`config.mk`:
```
export PLATFORM = sky130hd
export DESIGN_NAME = video_gen
export DESIGN_NICKNAME = d
export VERILOG_FILES = /design/src/logic/vgen_pkg.sv /design/src/logic/video_timing.sv /design/src/logic/video_regs.sv /design/src/logic/bitmap_fetch.sv /design/src/logic/video_gen.sv
export VERILOG_INCLUDE_DIRS = /design/src /design/src/logic
export SDC_FILE = /design/constraint.sdc
export NUM_CORES = 1
export LEC_CHECK = 0
export BUFFER_PORTS_ARGS = -buffer_cell sky130_fd_sc_hd__buf_2
export CAP_MARGIN = 10
export CORE_AREA = 4 4 146 148
export CTS_BUF_LIST = sky130_fd_sc_hd__clkbuf_2
export DETAILED_ROUTE_END_ITERATION = 6
export DIE_AREA = 0 0 150 152
export GPL_TIMING_DRIVEN = 0
export SLEW_MARGIN = 25
export SYNTH_ARGS = -nofsm -noshare
export SYNTH_HDL_FRONTEND = slang
export SYNTH_SLANG_ARGS = --single-unit
```
`constraint.sdc`:
```
create_clock -name clk -period 3.1 [get_ports clk]
set_input_delay 0.155 -clock clk [delete_from_list [all_inputs] [get_ports clk]]
set_output_delay 0.155 -clock clk [all_outputs]
set_load 0.01 [all_outputs]
```
`src/logic/vgen_macros.svh`:
```
// raster sizes are tiny simulation values; change them together, H_TOTAL and V_TOTAL must be the sums
`ifndef VGEN_MACROS_SVH
`define VGEN_MACROS_SVH

// horizontal timing in pixels, front porch first, visible area last
`define VGEN_H_VISIBLE          32
`define VGEN_H_FRONT            4
`define VGEN_H_SYNC             4
`define VGEN_H_BACK             8
`define VGEN_H_TOTAL            48

// vertical timing in lines, visible area first
`define VGEN_V_VISIBLE          8
`define VGEN_V_FRONT            1
`define VGEN_V_SYNC             2
`define VGEN_V_BACK             3
`define VGEN_V_TOTAL            14

// counters to displayed pixel
`define VGEN_PIXEL_LAT          2

// register numbers on the 6-bit register port
`define VGEN_XR_VID_CTRL        6'h00
`define VGEN_XR_VID_LEFT        6'h04
`define VGEN_XR_VID_RIGHT       6'h05
`define VGEN_XR_SCANLINE        6'h08
`define VGEN_XR_VID_HSIZE       6'h0A
`define VGEN_XR_VID_VSIZE       6'h0B
`define VGEN_XR_PA_GFX_CTRL     6'h10
`define VGEN_XR_PA_DISP_ADDR    6'h12
`define VGEN_XR_PA_LINE_LEN     6'h13

// dark grey, so a running but unconfigured generator is visible
`define VGEN_BORDER_RESET       8'h08

`endif

```
`src/logic/vgen_pkg.sv`:
```
// counter widths follow the raster macros; left and right edges share the h counter width
`default_nettype none

`include "vgen_macros.svh"

package vgen_pkg;

    typedef logic [15:0] word_t;                            // register and vram word
    typedef logic [7:0]  color_t;                           // palette index

    typedef logic [$clog2(`VGEN_H_TOTAL)-1:0] hres_t;
    typedef logic [$clog2(`VGEN_V_TOTAL)-1:0] vres_t;

    typedef struct packed {
        logic       hsync;
        logic       vsync;
        logic       h_visible;
        logic       v_visible;
    } sync_t;

    typedef struct packed {
        color_t     border;                                 // shown outside the window
        hres_t      left;                                   // first column inside
        hres_t      right;                                  // first column outside
    } vid_cfg_t;

    typedef struct packed {
        logic       blank;                                  // playfield off, no vram reads
        color_t     colorbase;                              // xor'd with each pixel index
        word_t      start_addr;                             // first word of the frame
        word_t      line_len;                               // words from line to line
    } pf_cfg_t;

    // VID_CTRL layout
    typedef struct packed {
        color_t     border;
        logic [3:0] rsvd;
        logic [3:0] intr;                                   // one-shot interrupt bits
    } vid_ctrl_t;

    // PA_GFX_CTRL layout
    typedef struct packed {
        color_t     colorbase;
        logic       blank;
        logic [6:0] rsvd;
    } gfx_ctrl_t;

    typedef union packed {
        word_t      word;
        vid_ctrl_t  vid_ctrl;
        gfx_ctrl_t  gfx_ctrl;
    } reg_word_u;

endpackage

`default_nettype wire

```
`src/logic/video_timing.sv`:
```
// all outputs registered and mutually aligned; both counters restart at 0 after reset, line 0 visible
`default_nettype none
`timescale 1ns/10ps

`include "vgen_macros.svh"

module video_timing (
    input  logic            clk,
    input  logic            reset_i,
    output vgen_pkg::sync_t sync_o,
    output vgen_pkg::hres_t h_count_o,
    output vgen_pkg::vres_t v_count_o,
    output logic            end_of_line_o,
    output logic            end_of_frame_o,
    output logic            end_of_visible_o
);
    import vgen_pkg::*;

    localparam hres_t H_LAST      = hres_t'(`VGEN_H_TOTAL - 1);
    localparam hres_t H_VIS_START = hres_t'(`VGEN_H_TOTAL - `VGEN_H_VISIBLE);
    localparam hres_t H_SYNC_ON   = hres_t'(`VGEN_H_FRONT);
    localparam hres_t H_SYNC_OFF  = hres_t'(`VGEN_H_FRONT + `VGEN_H_SYNC);
    localparam vres_t V_LAST      = vres_t'(`VGEN_V_TOTAL - 1);
    localparam vres_t V_VIS_LAST  = vres_t'(`VGEN_V_VISIBLE - 1);
    localparam vres_t V_VIS_END   = vres_t'(`VGEN_V_VISIBLE);
    localparam vres_t V_SYNC_ON   = vres_t'(`VGEN_V_VISIBLE + `VGEN_V_FRONT);
    localparam vres_t V_SYNC_OFF  = vres_t'(`VGEN_V_VISIBLE + `VGEN_V_FRONT + `VGEN_V_SYNC);

    hres_t h_next;
    vres_t v_next;

    // levels for a given raster position
    function automatic sync_t raster_sync(input hres_t h, input vres_t v);
        sync_t s;
        s.hsync     = (h >= H_SYNC_ON) && (h < H_SYNC_OFF);
        s.vsync     = (v >= V_SYNC_ON) && (v < V_SYNC_OFF);
        s.h_visible = (h >= H_VIS_START);
        s.v_visible = (v < V_VIS_END);
        return s;
    endfunction

    always_comb begin
        h_next = (h_count_o == H_LAST) ? '0 : h_count_o + 1'b1;
        v_next = v_count_o;
        if (h_count_o == H_LAST) begin
            v_next = (v_count_o == V_LAST) ? '0 : v_count_o + 1'b1;
        end
    end

    // levels and pulses are decoded from the next position so they line up with the counters
    always_ff @(posedge clk) begin
        if (reset_i) begin
            h_count_o        <= '0;
            v_count_o        <= '0;
            sync_o           <= raster_sync('0, '0);
            end_of_line_o    <= 1'b0;
            end_of_frame_o   <= 1'b0;
            end_of_visible_o <= 1'b0;
        end else begin
            h_count_o        <= h_next;
            v_count_o        <= v_next;
            sync_o           <= raster_sync(h_next, v_next);
            end_of_line_o    <= (h_next == H_LAST);
            end_of_frame_o   <= (h_next == H_LAST) && (v_next == V_LAST);
            end_of_visible_o <= (h_next == H_LAST) && (v_next == V_VIS_LAST);  // vblank start
        end
    end

endmodule

`default_nettype wire

```
`src/logic/video_regs.sv`:
```
// plain write strobe, readback one cycle after reg_num_i; unlisted registers read 0, intr_o is a one-cycle pulse
`default_nettype none
`timescale 1ns/10ps

`include "vgen_macros.svh"

module video_regs (
    input  logic                clk,
    input  logic                reset_i,
    input  logic                reg_wr_i,
    input  logic [5:0]          reg_num_i,
    input  vgen_pkg::word_t     reg_data_i,
    output vgen_pkg::word_t     reg_data_o,
    input  vgen_pkg::vres_t     v_count_i,
    input  logic                end_of_visible_i,
    output vgen_pkg::vid_cfg_t  vid_cfg_o,
    output vgen_pkg::pf_cfg_t   pf_cfg_o,
    output logic [3:0]          intr_o
);
    import vgen_pkg::*;

    reg_word_u  wr_word;                                    // write data, seen through either view
    reg_word_u  rd_word;                                    // readback before the output register
    logic [3:0] vblank_intr;

    assign wr_word     = reg_data_i;
    assign vblank_intr = {end_of_visible_i, 3'b000};        // bit 3 doubles as vblank interrupt

    always_ff @(posedge clk) begin
        if (reset_i) begin
            vid_cfg_o.border     <= `VGEN_BORDER_RESET;
            vid_cfg_o.left       <= '0;
            vid_cfg_o.right      <= hres_t'(`VGEN_H_VISIBLE);
            pf_cfg_o.blank       <= 1'b1;                   // playfield starts blanked
            pf_cfg_o.colorbase   <= '0;
            pf_cfg_o.start_addr  <= '0;
            pf_cfg_o.line_len    <= word_t'(`VGEN_H_VISIBLE / 2);
            intr_o               <= '0;
        end else begin
            intr_o <= vblank_intr;
            if (reg_wr_i) begin
                case (reg_num_i)
                    `VGEN_XR_VID_CTRL: begin
                        vid_cfg_o.border <= wr_word.vid_ctrl.border;
                        intr_o           <= wr_word.vid_ctrl.intr | vblank_intr;
                    end
                    `VGEN_XR_VID_LEFT: begin
                        vid_cfg_o.left <= hres_t'(wr_word.word);
                    end
                    `VGEN_XR_VID_RIGHT: begin
                        vid_cfg_o.right <= hres_t'(wr_word.word);
                    end
                    `VGEN_XR_PA_GFX_CTRL: begin
                        pf_cfg_o.colorbase <= wr_word.gfx_ctrl.colorbase;
                        pf_cfg_o.blank     <= wr_word.gfx_ctrl.blank;
                    end
                    `VGEN_XR_PA_DISP_ADDR: begin
                        pf_cfg_o.start_addr <= wr_word.word;    // used from next frame
                    end
                    `VGEN_XR_PA_LINE_LEN: begin
                        pf_cfg_o.line_len <= wr_word.word;
                    end
                    default: begin
                    end
                endcase
            end
        end
    end

    // readback mux, unused bits stay 0
    always_comb begin
        rd_word = '0;
        case (reg_num_i)
            `VGEN_XR_VID_CTRL: begin
                rd_word.vid_ctrl.border = vid_cfg_o.border;
            end
            `VGEN_XR_VID_LEFT: begin
                rd_word.word = word_t'(vid_cfg_o.left);
            end
            `VGEN_XR_VID_RIGHT: begin
                rd_word.word = word_t'(vid_cfg_o.right);
            end
            `VGEN_XR_SCANLINE: begin
                rd_word.word = word_t'(v_count_i);
            end
            `VGEN_XR_VID_HSIZE: begin
                rd_word.word = word_t'(`VGEN_H_VISIBLE);
            end
            `VGEN_XR_VID_VSIZE: begin
                rd_word.word = word_t'(`VGEN_V_VISIBLE);
            end
            `VGEN_XR_PA_GFX_CTRL: begin
                rd_word.gfx_ctrl.colorbase = pf_cfg_o.colorbase;
                rd_word.gfx_ctrl.blank     = pf_cfg_o.blank;
            end
            `VGEN_XR_PA_DISP_ADDR: begin
                rd_word.word = pf_cfg_o.start_addr;
            end
            `VGEN_XR_PA_LINE_LEN: begin
                rd_word.word = pf_cfg_o.line_len;
            end
            default: begin
                rd_word.word = '0;
            end
        endcase
    end

    always_ff @(posedge clk) begin
        reg_data_o <= rd_word.word;
    end

endmodule

`default_nettype wire

```
`src/logic/bitmap_fetch.sv`:
```
// vram must return data exactly one cycle after vram_sel_o; no stall, 8 bpp only, two pixels per word
`default_nettype none
`timescale 1ns/10ps

`include "vgen_macros.svh"

module bitmap_fetch (
    input  logic                clk,
    input  logic                reset_i,
    input  vgen_pkg::sync_t     sync_i,
    input  vgen_pkg::hres_t     h_count_i,
    input  logic                end_of_line_i,
    input  logic                end_of_frame_i,
    input  vgen_pkg::vid_cfg_t  vid_cfg_i,
    input  vgen_pkg::pf_cfg_t   pf_cfg_i,
    output logic                vram_sel_o,
    output vgen_pkg::word_t     vram_addr_o,
    input  vgen_pkg::word_t     vram_data_i,
    output vgen_pkg::sync_t     sync_o,
    output vgen_pkg::color_t    color_index_o
);
    import vgen_pkg::*;

    localparam hres_t H_VIS_START = hres_t'(`VGEN_H_TOTAL - `VGEN_H_VISIBLE);

    hres_t  pix_x;                                          // visible column at the counters
    word_t  line_addr;                                      // first word of the current line
    logic   rd_d1;                                          // vram data valid this cycle
    hres_t  x_d1;
    color_t lo_q;                                           // odd pixel of the last word
    color_t pix_byte;
    logic   in_window;
    sync_t  sync_pipe [`VGEN_PIXEL_LAT];

    assign pix_x       = h_count_i - H_VIS_START;
    assign vram_sel_o  = sync_i.h_visible & sync_i.v_visible & ~pix_x[0] & ~pf_cfg_i.blank;
    assign vram_addr_o = line_addr + word_t'(pix_x[$bits(hres_t)-1:1]);

    always_ff @(posedge clk) begin
        if (reset_i) begin
            line_addr <= '0;
        end else if (end_of_frame_i) begin
            line_addr <= pf_cfg_i.start_addr;               // start applies per frame
        end else if (end_of_line_i && sync_i.v_visible) begin
            line_addr <= line_addr + pf_cfg_i.line_len;
        end
    end

    always_ff @(posedge clk) begin
        if (reset_i) begin
            rd_d1 <= 1'b0;
        end else begin
            rd_d1 <= vram_sel_o;
        end
    end

    // even pixel comes straight from vram, odd pixel from the saved low byte
    always_ff @(posedge clk) begin
        x_d1 <= pix_x;
        if (rd_d1) begin
            lo_q <= vram_data_i[7:0];
        end
    end

    assign pix_byte  = rd_d1 ? vram_data_i[15:8] : lo_q;
    assign in_window = (x_d1 >= vid_cfg_i.left) && (x_d1 < vid_cfg_i.right);

    always_ff @(posedge clk) begin
        if (in_window && !pf_cfg_i.blank) begin
            color_index_o <= pix_byte ^ pf_cfg_i.colorbase;
        end else begin
            color_index_o <= vid_cfg_i.border;              // border is not xor'd
        end
    end

    // sync travels with the two pixel stages
    always_ff @(posedge clk) begin
        if (reset_i) begin
            for (int i = 0; i < `VGEN_PIXEL_LAT; i++) begin
                sync_pipe[i] <= '0;
            end
        end else begin
            sync_pipe[0] <= sync_i;
            for (int i = 1; i < `VGEN_PIXEL_LAT; i++) begin
                sync_pipe[i] <= sync_pipe[i-1];
            end
        end
    end

    assign sync_o = sync_pipe[`VGEN_PIXEL_LAT-1];

endmodule

`default_nettype wire

```
`src/logic/video_gen.sv`:
```
// single bitmap playfield; vram is read with fixed one-cycle latency and the register port has no handshake
`default_nettype none
`timescale 1ns/10ps

module video_gen (
    input  logic                clk,
    input  logic                reset_i,
    input  logic                reg_wr_i,
    input  logic [5:0]          reg_num_i,
    input  vgen_pkg::word_t     reg_data_i,
    output vgen_pkg::word_t     reg_data_o,
    output logic [3:0]          intr_o,
    output logic                vram_sel_o,
    output vgen_pkg::word_t     vram_addr_o,
    input  vgen_pkg::word_t     vram_data_i,
    output logic                hsync_o,
    output logic                vsync_o,
    output logic                h_blank_o,
    output logic                v_blank_o,
    output logic                dv_de_o,
    output vgen_pkg::color_t    color_index_o
);
    import vgen_pkg::*;

    sync_t      raster_sync;                                // at the counters
    sync_t      pix_sync;                                   // aligned with color_index_o
    hres_t      h_count;
    vres_t      v_count;
    logic       end_of_line;
    logic       end_of_frame;
    logic       end_of_visible;
    vid_cfg_t   vid_cfg;
    pf_cfg_t    pf_cfg;

    video_timing timing_i (
        .clk                (clk),
        .reset_i            (reset_i),
        .sync_o             (raster_sync),
        .h_count_o          (h_count),
        .v_count_o          (v_count),
        .end_of_line_o      (end_of_line),
        .end_of_frame_o     (end_of_frame),
        .end_of_visible_o   (end_of_visible)
    );

    video_regs regs_i (
        .clk                (clk),
        .reset_i            (reset_i),
        .reg_wr_i           (reg_wr_i),
        .reg_num_i          (reg_num_i),
        .reg_data_i         (reg_data_i),
        .reg_data_o         (reg_data_o),
        .v_count_i          (v_count),
        .end_of_visible_i   (end_of_visible),
        .vid_cfg_o          (vid_cfg),
        .pf_cfg_o           (pf_cfg),
        .intr_o             (intr_o)
    );

    bitmap_fetch fetch_i (
        .clk                (clk),
        .reset_i            (reset_i),
        .sync_i             (raster_sync),
        .h_count_i          (h_count),
        .end_of_line_i      (end_of_line),
        .end_of_frame_i     (end_of_frame),
        .vid_cfg_i          (vid_cfg),
        .pf_cfg_i           (pf_cfg),
        .vram_sel_o         (vram_sel_o),
        .vram_addr_o        (vram_addr_o),
        .vram_data_i        (vram_data_i),
        .sync_o             (pix_sync),
        .color_index_o      (color_index_o)
    );

    assign hsync_o   = pix_sync.hsync;
    assign vsync_o   = pix_sync.vsync;
    assign h_blank_o = ~pix_sync.h_visible;
    assign v_blank_o = ~pix_sync.v_visible;
    assign dv_de_o   = pix_sync.h_visible & pix_sync.v_visible;

endmodule

`default_nettype wire

```
==> reports/results.txt, run 1 <==
Status: finished with violations
Failing checks: DRC
Antenna-violating nets left: 0
Worst EP required: 2940 ps
DP Area: 7682 sq um
Post-Synthesis Cell Area: 6904 sq um
Slew HR: 0.4430
Via count: 6295
Total CTS buffers: 17
Fraction of registers with async set/reset: 0
Vias in the first global route: 6032
Longest Clk Path Bufs: 2
Worst Skew: 29.49 ps
Die area: 22800 sq um
Fin util: 0.4207
Total negative slack: 0 ps
Yosys warns: 0
F_max: 351.3 MHz
Reg2Reg Depth: 7
DRC violations left: 4
Die X: 150 um
Register Area: 2994 sq um
Worst r2r src: fetch_i.line_addr[0]
Routed len/inst: 16.59 um
Initial antenna violation count: 1
Layout Nets: 1035
Global-route wire length before repair: 32540 um
Critical path class: flip-flop to output pin
Main synth FF type: dfxtp_1
RSZ-0062 raised after global routing: no
Post-synth EDFFs: 8
Cell accounting for the most synthesized area: dfxtp_1
Worst min path class: input pin to flip-flop
Vias/cell: 5.068
Setup violations, final: 0
CTS Root Buffer Type: clkbuf_2
Total core area: 20040 sq um
Final HPWL DP: 15450 um
All-Layer GR Usage: 0.1810
Clock insertion delay at the later pin of the skew report: 700 ps
MaxCap Viol Count: 0
Hold_ws: 148.3 ps
Synth Area per Inst: 8.577 sq um
Synth top area share: 0.3972
Most common cell after layout, fill and taps aside: nand2_1
Final min period: 2847 ps
Post-Syn Nets: 882
Fin. max-slew vios: 0
Worst setup endpoint: vram_addr_o[8]
IO Pins: 91
Grt ovf: 0
CP endpoint kind: output pin
Initial core utilization: 0.3445
Least-Margin Pin Slew: 835.4 ps
Gpl congestion: 0.8700
Cell area after layout: 8431 sq um
Critical Path Start: fetch_i.line_addr[0]
DIE HEIGHT: 152 um
Fin. Hold Viols: 0
P&R area growth vs syn: 22.11%
CTS HTree Levels: 4
Initial DRC count: 496
Setup crit start kind: flip-flop
Fill count: 2126
Crit-path max FO: 6
Flop2flop setup slack: 660 ps
FF+latch count, synth: 145
Power Density: 384.2 nW/um^2
Crit share post-route: 0.9183
Detailed Routing Iterations Pass 1: 7
Worst-path clk slew: 210 ps
Clk sinks: 145
Largest cells by area after synthesis: dfxtp_1 40%, nand2_1 8.5%, a21oi_1 7.0%
Worst r2r dst: fetch_i.line_addr[6]
Synthesized netlist cell count: 805
Most frequent cells in the layout: 156 x nand2_1, 132 x dfxtp_1, 98 x buf_2, 95 x a21oi_1, 44 x dlygate4sd3_1
Row count: 52
Arrival time at the worst endpoint: 2690 ps
Largest net degree at the start of global routing: 17
Footprint of the multi-input gates: 3659 sq um
Sequential area share after synthesis: 0.4320
Post-synth cell types: 67
LEAKAGE: 0.003258 uW
Maximum vdd ir drop: 0.4151 mV
Port bufs: 88
DRT Wirelength: 20610 um
CTS tree: yes
Fraction of layout cells with a size suffix above 1: 0.1679
[power breakdown]
part / internal (uW) / total, uW / switching (uW)
clock: 449 / 1130 / 683
sequential: 1900 / 1910 / 14.6
combinational: 87.3 / 195 / 108
[through the flow]
stage	power [uW]	instances	worst slack, ps
after floorplan	2018	805	880.1
after global placement	2099	1163	395.4
after detailed placement	2100	1163	394.3
after CTS	3276	1239	-0.6510
after global routing	3377	1242	14.99
final	3239	1242	253.4
[logic make-up (layout without fill, tap and decap cells)]
family          Yosys count  in the layout  share of synthesized area
compound gates          204            204                     0.1859
fa+ha+maj                36             36                    0.06742
simple gates            299            299                     0.2044
flops                   145            145                     0.4320
mux                      18             18                    0.02755
buf+inv                  72            238                    0.04331
other cells               0              1                          0
xor+xnor                 31             31                    0.03933
[worst max-delay path, stage by stage (launching register included)]
cell,delay [ps]
dfxtp_2,410
ha_2,200
inv_1,50
fa_2,350
nor2b_1,150
o21ai_2,100
a21boi_4,250
o2111ai_2,130
xnor2_1,210
buf_2,160
[how the worst min path moves through the flow]
stage,startpoint,endpoint,slack [ps],cells after the start
floorplan,reset_i,fetch_i.sync_pipe[0][0],240,1
finish,vram_data_i[7],fetch_i.lo_q[7],150,2
CTS,vram_data_i[0],fetch_i.lo_q[0],70,2
global placement,vram_data_i[4],fetch_i.lo_q[4],330,1
global route,vram_data_i[7],fetch_i.lo_q[7],70,2
detailed placement,vram_data_i[4],fetch_i.lo_q[4],330,1
[per-layer routing]
| layer | routed length (um) | up-vias | GRT usage |
|---|---|---|---|
| met2 | 9997 | 160 | 0.2929 |
| met1 | 9171 | 2960 | 0.2417 |
| met3 | 981 | 25 | 0.03724 |
| met5 | 0 | - | 0 |
| li1 | - | 3150 | - |
| met4 | 455 | 0 | 0.05752 |
[repair_timing]
action | in CTS | in global routing
gates resized for setup | 7 | 9
setup endpoints to repair | 10 | 10
hold endpoints to repair | 101 | 0
pin swaps | 1 | 2
hold buffers | 44 | 0
buffers inserted | 0 | 1
[Yosys cell counts, types with 4 or more instances]
cell / number
a2111oi_0: 4
a211oi_1: 7
a21o_1: 4
a21oi_1: 96
a22oi_1: 30
and2_1: 7
and3_1: 5
buf_2: 10
clkbuf_1: 26
dfxtp_1: 137
edfxtp_1: 8
ha_1: 34
inv_1: 29
mux2_2: 8
mux2i_1: 10
nand2_1: 156
nand3_1: 31
nand3b_1: 6
nand4_1: 4
nor2_1: 34
nor2b_1: 14
nor3_1: 11
nor3b_1: 7
o211ai_1: 9
o21a_1: 8
o21ai_0: 17
xnor2_1: 25
xor2_1: 6
[sequential cells by signal (all words and copies together), names as in the netlist]
name / cells
timing_i.end_of_line_o: 1
timing_i.sync_o: 4
fetch_i.x_d1: 6
fetch_i.color_index_o: 8
regs_i.vid_cfg_o: 20
fetch_i.rd_d1: 1
timing_i.h_count_o: 6
timing_i.v_count_o: 4
timing_i.end_of_visible_o: 1
regs_i.reg_data_o: 16
regs_i.intr_o: 4
fetch_i.sync_pipe: 8
fetch_i.lo_q: 8
timing_i.end_of_frame_o: 1
fetch_i.line_addr: 16
regs_i.pf_cfg_o: 41
[cell type report]
cell class | count | share of cell area
multi-input combinational | 588 | 0.4340
sequential | 145 | 0.3551
timing repair buffer | 134 | 0.1063
tap | 270 | 0.04007
buffer | 43 | 0.02256
clock inverter | 12 | 0.01692
inverter | 29 | 0.01291
clock buffer | 20 | 0.01187
antenna | 1 | 0.0002968
(Power assumes the default switching activity.)
==> run 2: changes to the inputs <==
==> constraint.sdc (replaced) <==
create_clock -name clk -period 3.7 [get_ports clk]
set_input_delay 0.185 -clock clk [delete_from_list [all_inputs] [get_ports clk]]
set_output_delay 0.185 -clock clk [all_outputs]
set_load 0.01 [all_outputs]
==> reports/results.txt, run 2 (synthesis gave the netlist of run 1 again) <==
Status: finished, final reports clean (was finished with violations)
Clock insertion delay at the later pin of the skew report: 710 ps (was 700 ps)
Cell area after layout: 8382 sq um (was 8431 sq um)
Crit-path max FO: 7 (was 6)
Initial antenna violation count: 1 (unchanged)
Worst-path clk slew: 210 ps (about the same)
Initial DRC count: 505 (was 496)
Worst setup endpoint: vram_addr_o[8] (unchanged)
DRC violations left: 0 (was 4)
Total negative slack: 0 ps (unchanged)
Row count: 52 (unchanged)
RSZ-0062 raised after global routing: no (unchanged)
F_max: 303.3 MHz
Vias in the first global route: 6031 (was 6032)
Global-route wire length before repair: 32520 um (was 32540 um)
Largest Register: regs_i.pf_cfg_o (unchanged)
DP Area: 7682 sq um (unchanged)
Initial core utilization: 0.3445 (unchanged)
Flop2flop setup slack: 1230 ps (was 660 ps)
Reg2Reg Depth: 6 (was 7)
Crit share post-route: 0.8910
IO Pins: 91 (unchanged)
Grt ovf: 0 (unchanged)
DR top layer: met4 (unchanged)
Met1 wire length: 9208 um (was 9171 um)
Slew HR: 0.4423 (was 0.4430)
Hold_ws: 167.7 ps (was 148.3 ps)
Fin. Hold Viols: 0 (unchanged)
CTS tree: yes (unchanged)
Layout Nets: 1034 (was 1035)
P&R area growth vs syn: 21.40% (was 22.11%)
Most common cell after layout, fill and taps aside: nand2_1 (unchanged)
Maximum vdd ir drop: 0.3456 mV (was 0.4151 mV)
Worst min path class: input pin to flip-flop (unchanged)
Worst r2r src: fetch_i.line_addr[0] (unchanged)
MaxCap Viol Count: 0 (unchanged)
Fin. max-slew vios: 0 (unchanged)
Clk sinks: 145 (unchanged)
Critical path class: flip-flop to output pin (unchanged)
Power Density: 324.2 nW/um^2 (was 384.2 nW/um^2)
Worst Skew: 22.94 ps (was 29.49 ps)
Biggest regs: regs_i.pf_cfg_o (41), regs_i.vid_cfg_o (20) (unchanged)
CTS Root Buffer Type: clkbuf_2 (unchanged)
Critical Path Start: timing_i.h_count_o[1] (was fetch_i.line_addr[0])
DRT Wirelength: 20670 um (was 20610 um)
DIE HEIGHT: 152 um (unchanged)
Largest net degree at the start of global routing: 17 (unchanged)
Longest Clk Path Bufs: 2 (unchanged)
Met3 wire len: 957 um (was 981 um)
Fraction of layout cells with a size suffix above 1: 0.1557 (was 0.1679)
All-Layer GR Usage: 0.1809 (was 0.1810)
Port bufs: 88 (unchanged)
Die area: 22800 sq um (unchanged)
Setup crit start kind: flip-flop (unchanged)
Met2 WL: 10040 um (was 9997 um)
CP endpoint kind: output pin (unchanged)
Vias/cell: 5.089 (was 5.068)
Worst r2r dst: fetch_i.line_addr[6] (unchanged)
Arrival time at the worst endpoint: 3110 ps (was 2690 ps)
Antenna-violating nets left: 0 (unchanged)
Die X: 150 um (unchanged)
Max reg flops: 41 (unchanged)
CTS HTree Levels: 4 (unchanged)
Final min period: 3297 ps
Setup Fix Bufs, Post-CTS: 0 (unchanged)
Most frequent cells in the layout: 156 x nand2_1, 137 x dfxtp_1, 98 x buf_2, 96 x a21oi_1, 44 x dlygate4sd3_1 (was 156 x nand2_1, 132 x dfxtp_1, 98 x buf_2, 95 x a21oi_1, 44 x dlygate4sd3_1)
Total core area: 20040 sq um (unchanged)
Total CTS buffers: 17 (unchanged)
Detailed Routing Iterations Pass 1: 5 (was 7)
Final HPWL DP: 15450 um (unchanged)
LEAKAGE: 0.003242 uW (was 0.003258 uW)
Worst EP required: 3510 ps (was 2940 ps)
Gpl congestion: 0.8700 (unchanged)
Setup violations, final: 0 (unchanged)
Routed len/inst: 16.66 um (was 16.59 um)
Via count: 6316 (was 6295)
Least-Margin Pin Slew: 836.5 ps (was 835.4 ps)
## run 2: per-layer routing
layer  up-vias  GRT usage
met3        24    0.03724
met2       160     0.2929
met1      2982     0.2415
li1       3150          -
met4         0    0.05752
met5         -          0
## run 2: power by group
part	internal (uW)	switching (uW)
clock network	377	577
registers	1590	13.2
logic	71.5	89.7
## run 2: stage by stage
stage / setup slack (ps) / total power (uW) / std cells / utilization
after floorplan: 1450 / 1691 / 805 / -
after global placement: 965.4 / 1758 / 1163 / 0.3834
after detailed placement: 964.3 / 1759 / 1163 / 0.3834
after CTS: 116.0 / 2744 / 1239 / 0.4175
after global routing: 27.20 / 2828 / 1241 / 0.4183
final: 403.2 / 2718 / 1241 / 0.4183
## run 2: cell type report
| cell class | instances | area (sq um) |
|---|---|---|
| antenna | 1 | 2.502 |
| buffer | 43 | 190.2 |
| clock buffer | 20 | 100.1 |
| clock inverter | 12 | 142.6 |
| fill | 2131 | 11660 |
| inverter | 29 | 108.9 |
| multi-input combinational | 588 | 3628 |
| sequential | 145 | 2983 |
| tap | 270 | 337.8 |
| timing repair buffer | 133 | 888.4 |
## run 2: worst min path at each step
stage	cells after the start	end	start
2_1_floorplan	1	fetch_i.sync_pipe[0][0]	reset_i
3_3_place_gp	1	fetch_i.lo_q[4]	vram_data_i[4]
3_5_place_dp	1	fetch_i.lo_q[4]	vram_data_i[4]
4_1_cts	2	fetch_i.lo_q[0]	vram_data_i[0]
5_1_grt	2	fetch_i.lo_q[7]	vram_data_i[7]
6_report	2	fetch_i.lo_q[7]	vram_data_i[7]
## run 2: critical path, stage by stage (launching register included)
cell       delay (ps)
dfxtp_1           510
ha_1              240
inv_1              60
fa_1              400
nor2b_1           120
o21ai_0           110
a21boi_1          440
o2111ai_1         180
xnor2_1           190
buf_2             160
## run 2: timing repair
item / in CTS / in global routing
resized for setup: 0 / 1
hold endpoints to repair: 100 / 0
setup endpoints to repair: 0 / 5
hold buffers: 44 / 0
==> run 3: changes to the inputs <==
--- a/config.mk
+++ b/config.mk
@@ -8,11 +8,14 @@
 export LEC_CHECK = 0
 export BUFFER_PORTS_ARGS = -buffer_cell sky130_fd_sc_hd__buf_2
 export CAP_MARGIN = 10
-export CORE_AREA = 4 4 146 148
+export CELL_PAD_IN_SITES_DETAIL_PLACEMENT = 2
+export CELL_PAD_IN_SITES_GLOBAL_PLACEMENT = 2
+export CORE_AREA = 4 4 105 206
 export CTS_BUF_LIST = sky130_fd_sc_hd__clkbuf_2
 export DETAILED_ROUTE_END_ITERATION = 6
-export DIE_AREA = 0 0 150 152
+export DIE_AREA = 0 0 109 210
 export GPL_TIMING_DRIVEN = 0
+export PLACE_DENSITY_LB_ADDON = 0.1
 export SLEW_MARGIN = 25
 export SYNTH_ARGS = -nofsm -noshare
 export SYNTH_HDL_FRONTEND = slang
==> reports/results.txt, run 3 (synthesis gave the netlist of run 1 again) <==
Die X: 109 um (was 150 um)
Grt ovf: 0 (unchanged)
P&R area growth vs syn: 20.93% (was 21.40%)
IO Pins: 91 (unchanged)
Critical path class: flip-flop to output pin (unchanged)
Status: finished, final reports clean (unchanged)
Fin. Hold Viols: 0 (unchanged)
GR Util met1: 0.2524 (was 0.2415)
GR peak layer: met2 (unchanged)
Port bufs: 88 (unchanged)
Biggest regs: regs_i.pf_cfg_o (41), regs_i.vid_cfg_o (20) (unchanged)
Gpl congestion: 0.8719 (was 0.8700)
Worst min path class: input pin to flip-flop (unchanged)
Least-Margin Pin Slew: 845.2 ps (was 836.5 ps)
DP Area: 7679 sq um (was 7682 sq um)
Flop2flop setup slack: 1180 ps (was 1230 ps)
Routed len/inst: 23.05 um (was 16.66 um)
Via count: 6792 (was 6316)
Initial antenna violation count: 1 (unchanged)
Layout Nets: 1033 (was 1034)
Fill count: 2303 (was 2131)
Most frequent cells in the layout: 156 x nand2_1, 137 x dfxtp_1, 98 x buf_2, 96 x a21oi_1, 43 x dlygate4sd3_1 (was 156 x nand2_1, 137 x dfxtp_1, 98 x buf_2, 96 x a21oi_1, 44 x dlygate4sd3_1)
Most common cell after layout, fill and taps aside: nand2_1 (unchanged)
DRT Wirelength: 28400 um (was 20670 um)
Largest net degree at the start of global routing: 17 (unchanged)
CP endpoint kind: output pin (unchanged)
Final min period: 3323 ps (was 3297 ps)
Met3 Usage GRT: 0.02942 (was 0.03724)
LEAKAGE: 0.003234 uW (was 0.003242 uW)
CTS HTree Levels: 4 (unchanged)
Antenna-violating nets left: 0 (unchanged)
Max reg flops: 41 (unchanged)
Row count: 73 (was 52)
Initial DRC count: 245 (was 505)
CTS tree: yes (unchanged)
Fin. max-slew vios: 0 (unchanged)
Vias/cell: 5.513 (was 5.089)
Total negative slack: 0 ps (unchanged)
All-Layer GR Usage: 0.2536 (was 0.1809)
Clock insertion delay at the later pin of the skew report: 780 ps (was 710 ps)
Vias in the first global route: 7628 (was 6031)
Longest Clk Path Bufs: 2 (unchanged)
Cell area after layout: 8349 sq um (was 8382 sq um)
MaxCap Viol Count: 0 (unchanged)
DIE HEIGHT: 210 um (was 152 um)
Slew HR: 0.4365 (was 0.4423)
RSZ-0062 raised after global routing: no (unchanged)
Worst EP required: 3510 ps (about the same)
Crit-path max FO: 7 (unchanged)
Worst-path clk slew: 250 ps (was 210 ps)
Setup violations, final: 0 (unchanged)
Worst Skew: 46.71 ps (was 22.94 ps)
Crit share post-route: 0.8980 (was 0.8910)
Final HPWL DP: 21270 um (was 15450 um)
Total core area: 20000 sq um (was 20040 sq um)
Setup crit start kind: flip-flop (unchanged)
Power Density: 327.0 nW/um^2 (was 324.2 nW/um^2)
CTS Root Buffer Type: clkbuf_2 (unchanged)
Global-route wire length before repair: 43320 um (was 32520 um)
Largest Register: regs_i.pf_cfg_o (unchanged)
Maximum vdd ir drop: 0.2169 mV (was 0.3456 mV)
Met2 Usage GRT: 0.4938 (was 0.2929)
F_max: 301.0 MHz (was 303.3 MHz)
Arrival time at the worst endpoint: 3140 ps (was 3110 ps)
Total CTS buffers: 17 (unchanged)
Clk sinks: 145 (unchanged)
Initial core utilization: 0.3452 (was 0.3445)
Fraction of layout cells with a size suffix above 1: 0.1589 (was 0.1557)
DRC violations left: 0 (unchanged)
Detailed Routing Iterations Pass 1: 6 (was 5)
Die area: 22890 sq um (was 22800 sq um)
run 3: changes by cell type in the layout (fill, tap and decap cells not counted), sizes merged:
cell | before | now
clkinv | 7 | 6
bufinv | 3 | 2
inv | 29 | 33
dlygate4sd3 | 44 | 43
clkinvlp | 2 | 1
clkbuf | 48 | 47
run 3: worst max-delay path: stages (launching register included):
cell       delay, ps
dfxtp_1          530
ha_1             310
inv_1             80
fa_1             410
nor2b_1          130
o21ai_0          140
a21boi_2         330
o2111ai_1        180
xnor2_1          160
buf_2            150
run 3: path summary, 6_finish.rpt:
check / start / to / cells after the start
worst min-delay path: vram_data_i[5] / fetch_i.lo_q[5] / 2
worst max-delay path: timing_i.h_count_o[1] / vram_addr_o[8] / 9
worst min register to register: timing_i.sync_o[2] / fetch_i.sync_pipe[0][2] / 1
worst max register to register: timing_i.h_count_o[0] / timing_i.sync_o[2] / 6
run 3: routing by layer:
metal / up-vias / share of wire / routed length [um]
met5: - / 0 / 0
met4: 0 / 0.047 / 1340
met3: 68 / 0.022 / 616
met2: 136 / 0.57 / 16200
met1: 3438 / 0.36 / 10240
li1: 3150 / - / -
run 3: final cells by class:
class,instances,area [sq um],share of cell area
Inverter,29,108.9,0.01304
Clock inverter,13,133.9,0.01603
Timing Repair Buffer,132,875.8,0.1049
Antenna cell,1,2.502,0.0002997
Buffer,43,190.2,0.02278
Clock buffer,19,95.09,0.01139
Sequential cell,145,2983,0.3573
Tap cell,262,327.8,0.03926
Multi-Input combinational cell,588,3632,0.4350
run 3: what timing repair did:
action | CTS | global route
hold buffers | 43 | 0
gates resized for setup | 1 | 1
pin swaps | 0 | 0
endpoints found under the setup margin | 5 | 5
setup buffers | 0 | 0
hold endpoints to repair | 101 | 0
run 3: power breakdown:
group          internal, uW  switching [uW]
clock                   318             636
combinational          71.7            98.4
sequential             1590            15.1
run 3: per-stage QoR:
step / power [uW] / util / worst slack [ps] / instances / hold WS [ps]
after CTS: 2757 / 0.4168 / 123.3 / 1230 / 34.44
after global placement: 1766 / 0.3836 / 925.6 / 1155 / 362.1
after floorplan: 1691 / - / 1450 / 805 / 268.1
final: 2730 / 0.4174 / 377.5 / 1232 / 106.2
after detailed placement: 1771 / 0.3839 / 755.4 / 1155 / 365.5
after global routing: 2853 / 0.4174 / 87.63 / 1232 / 20.92
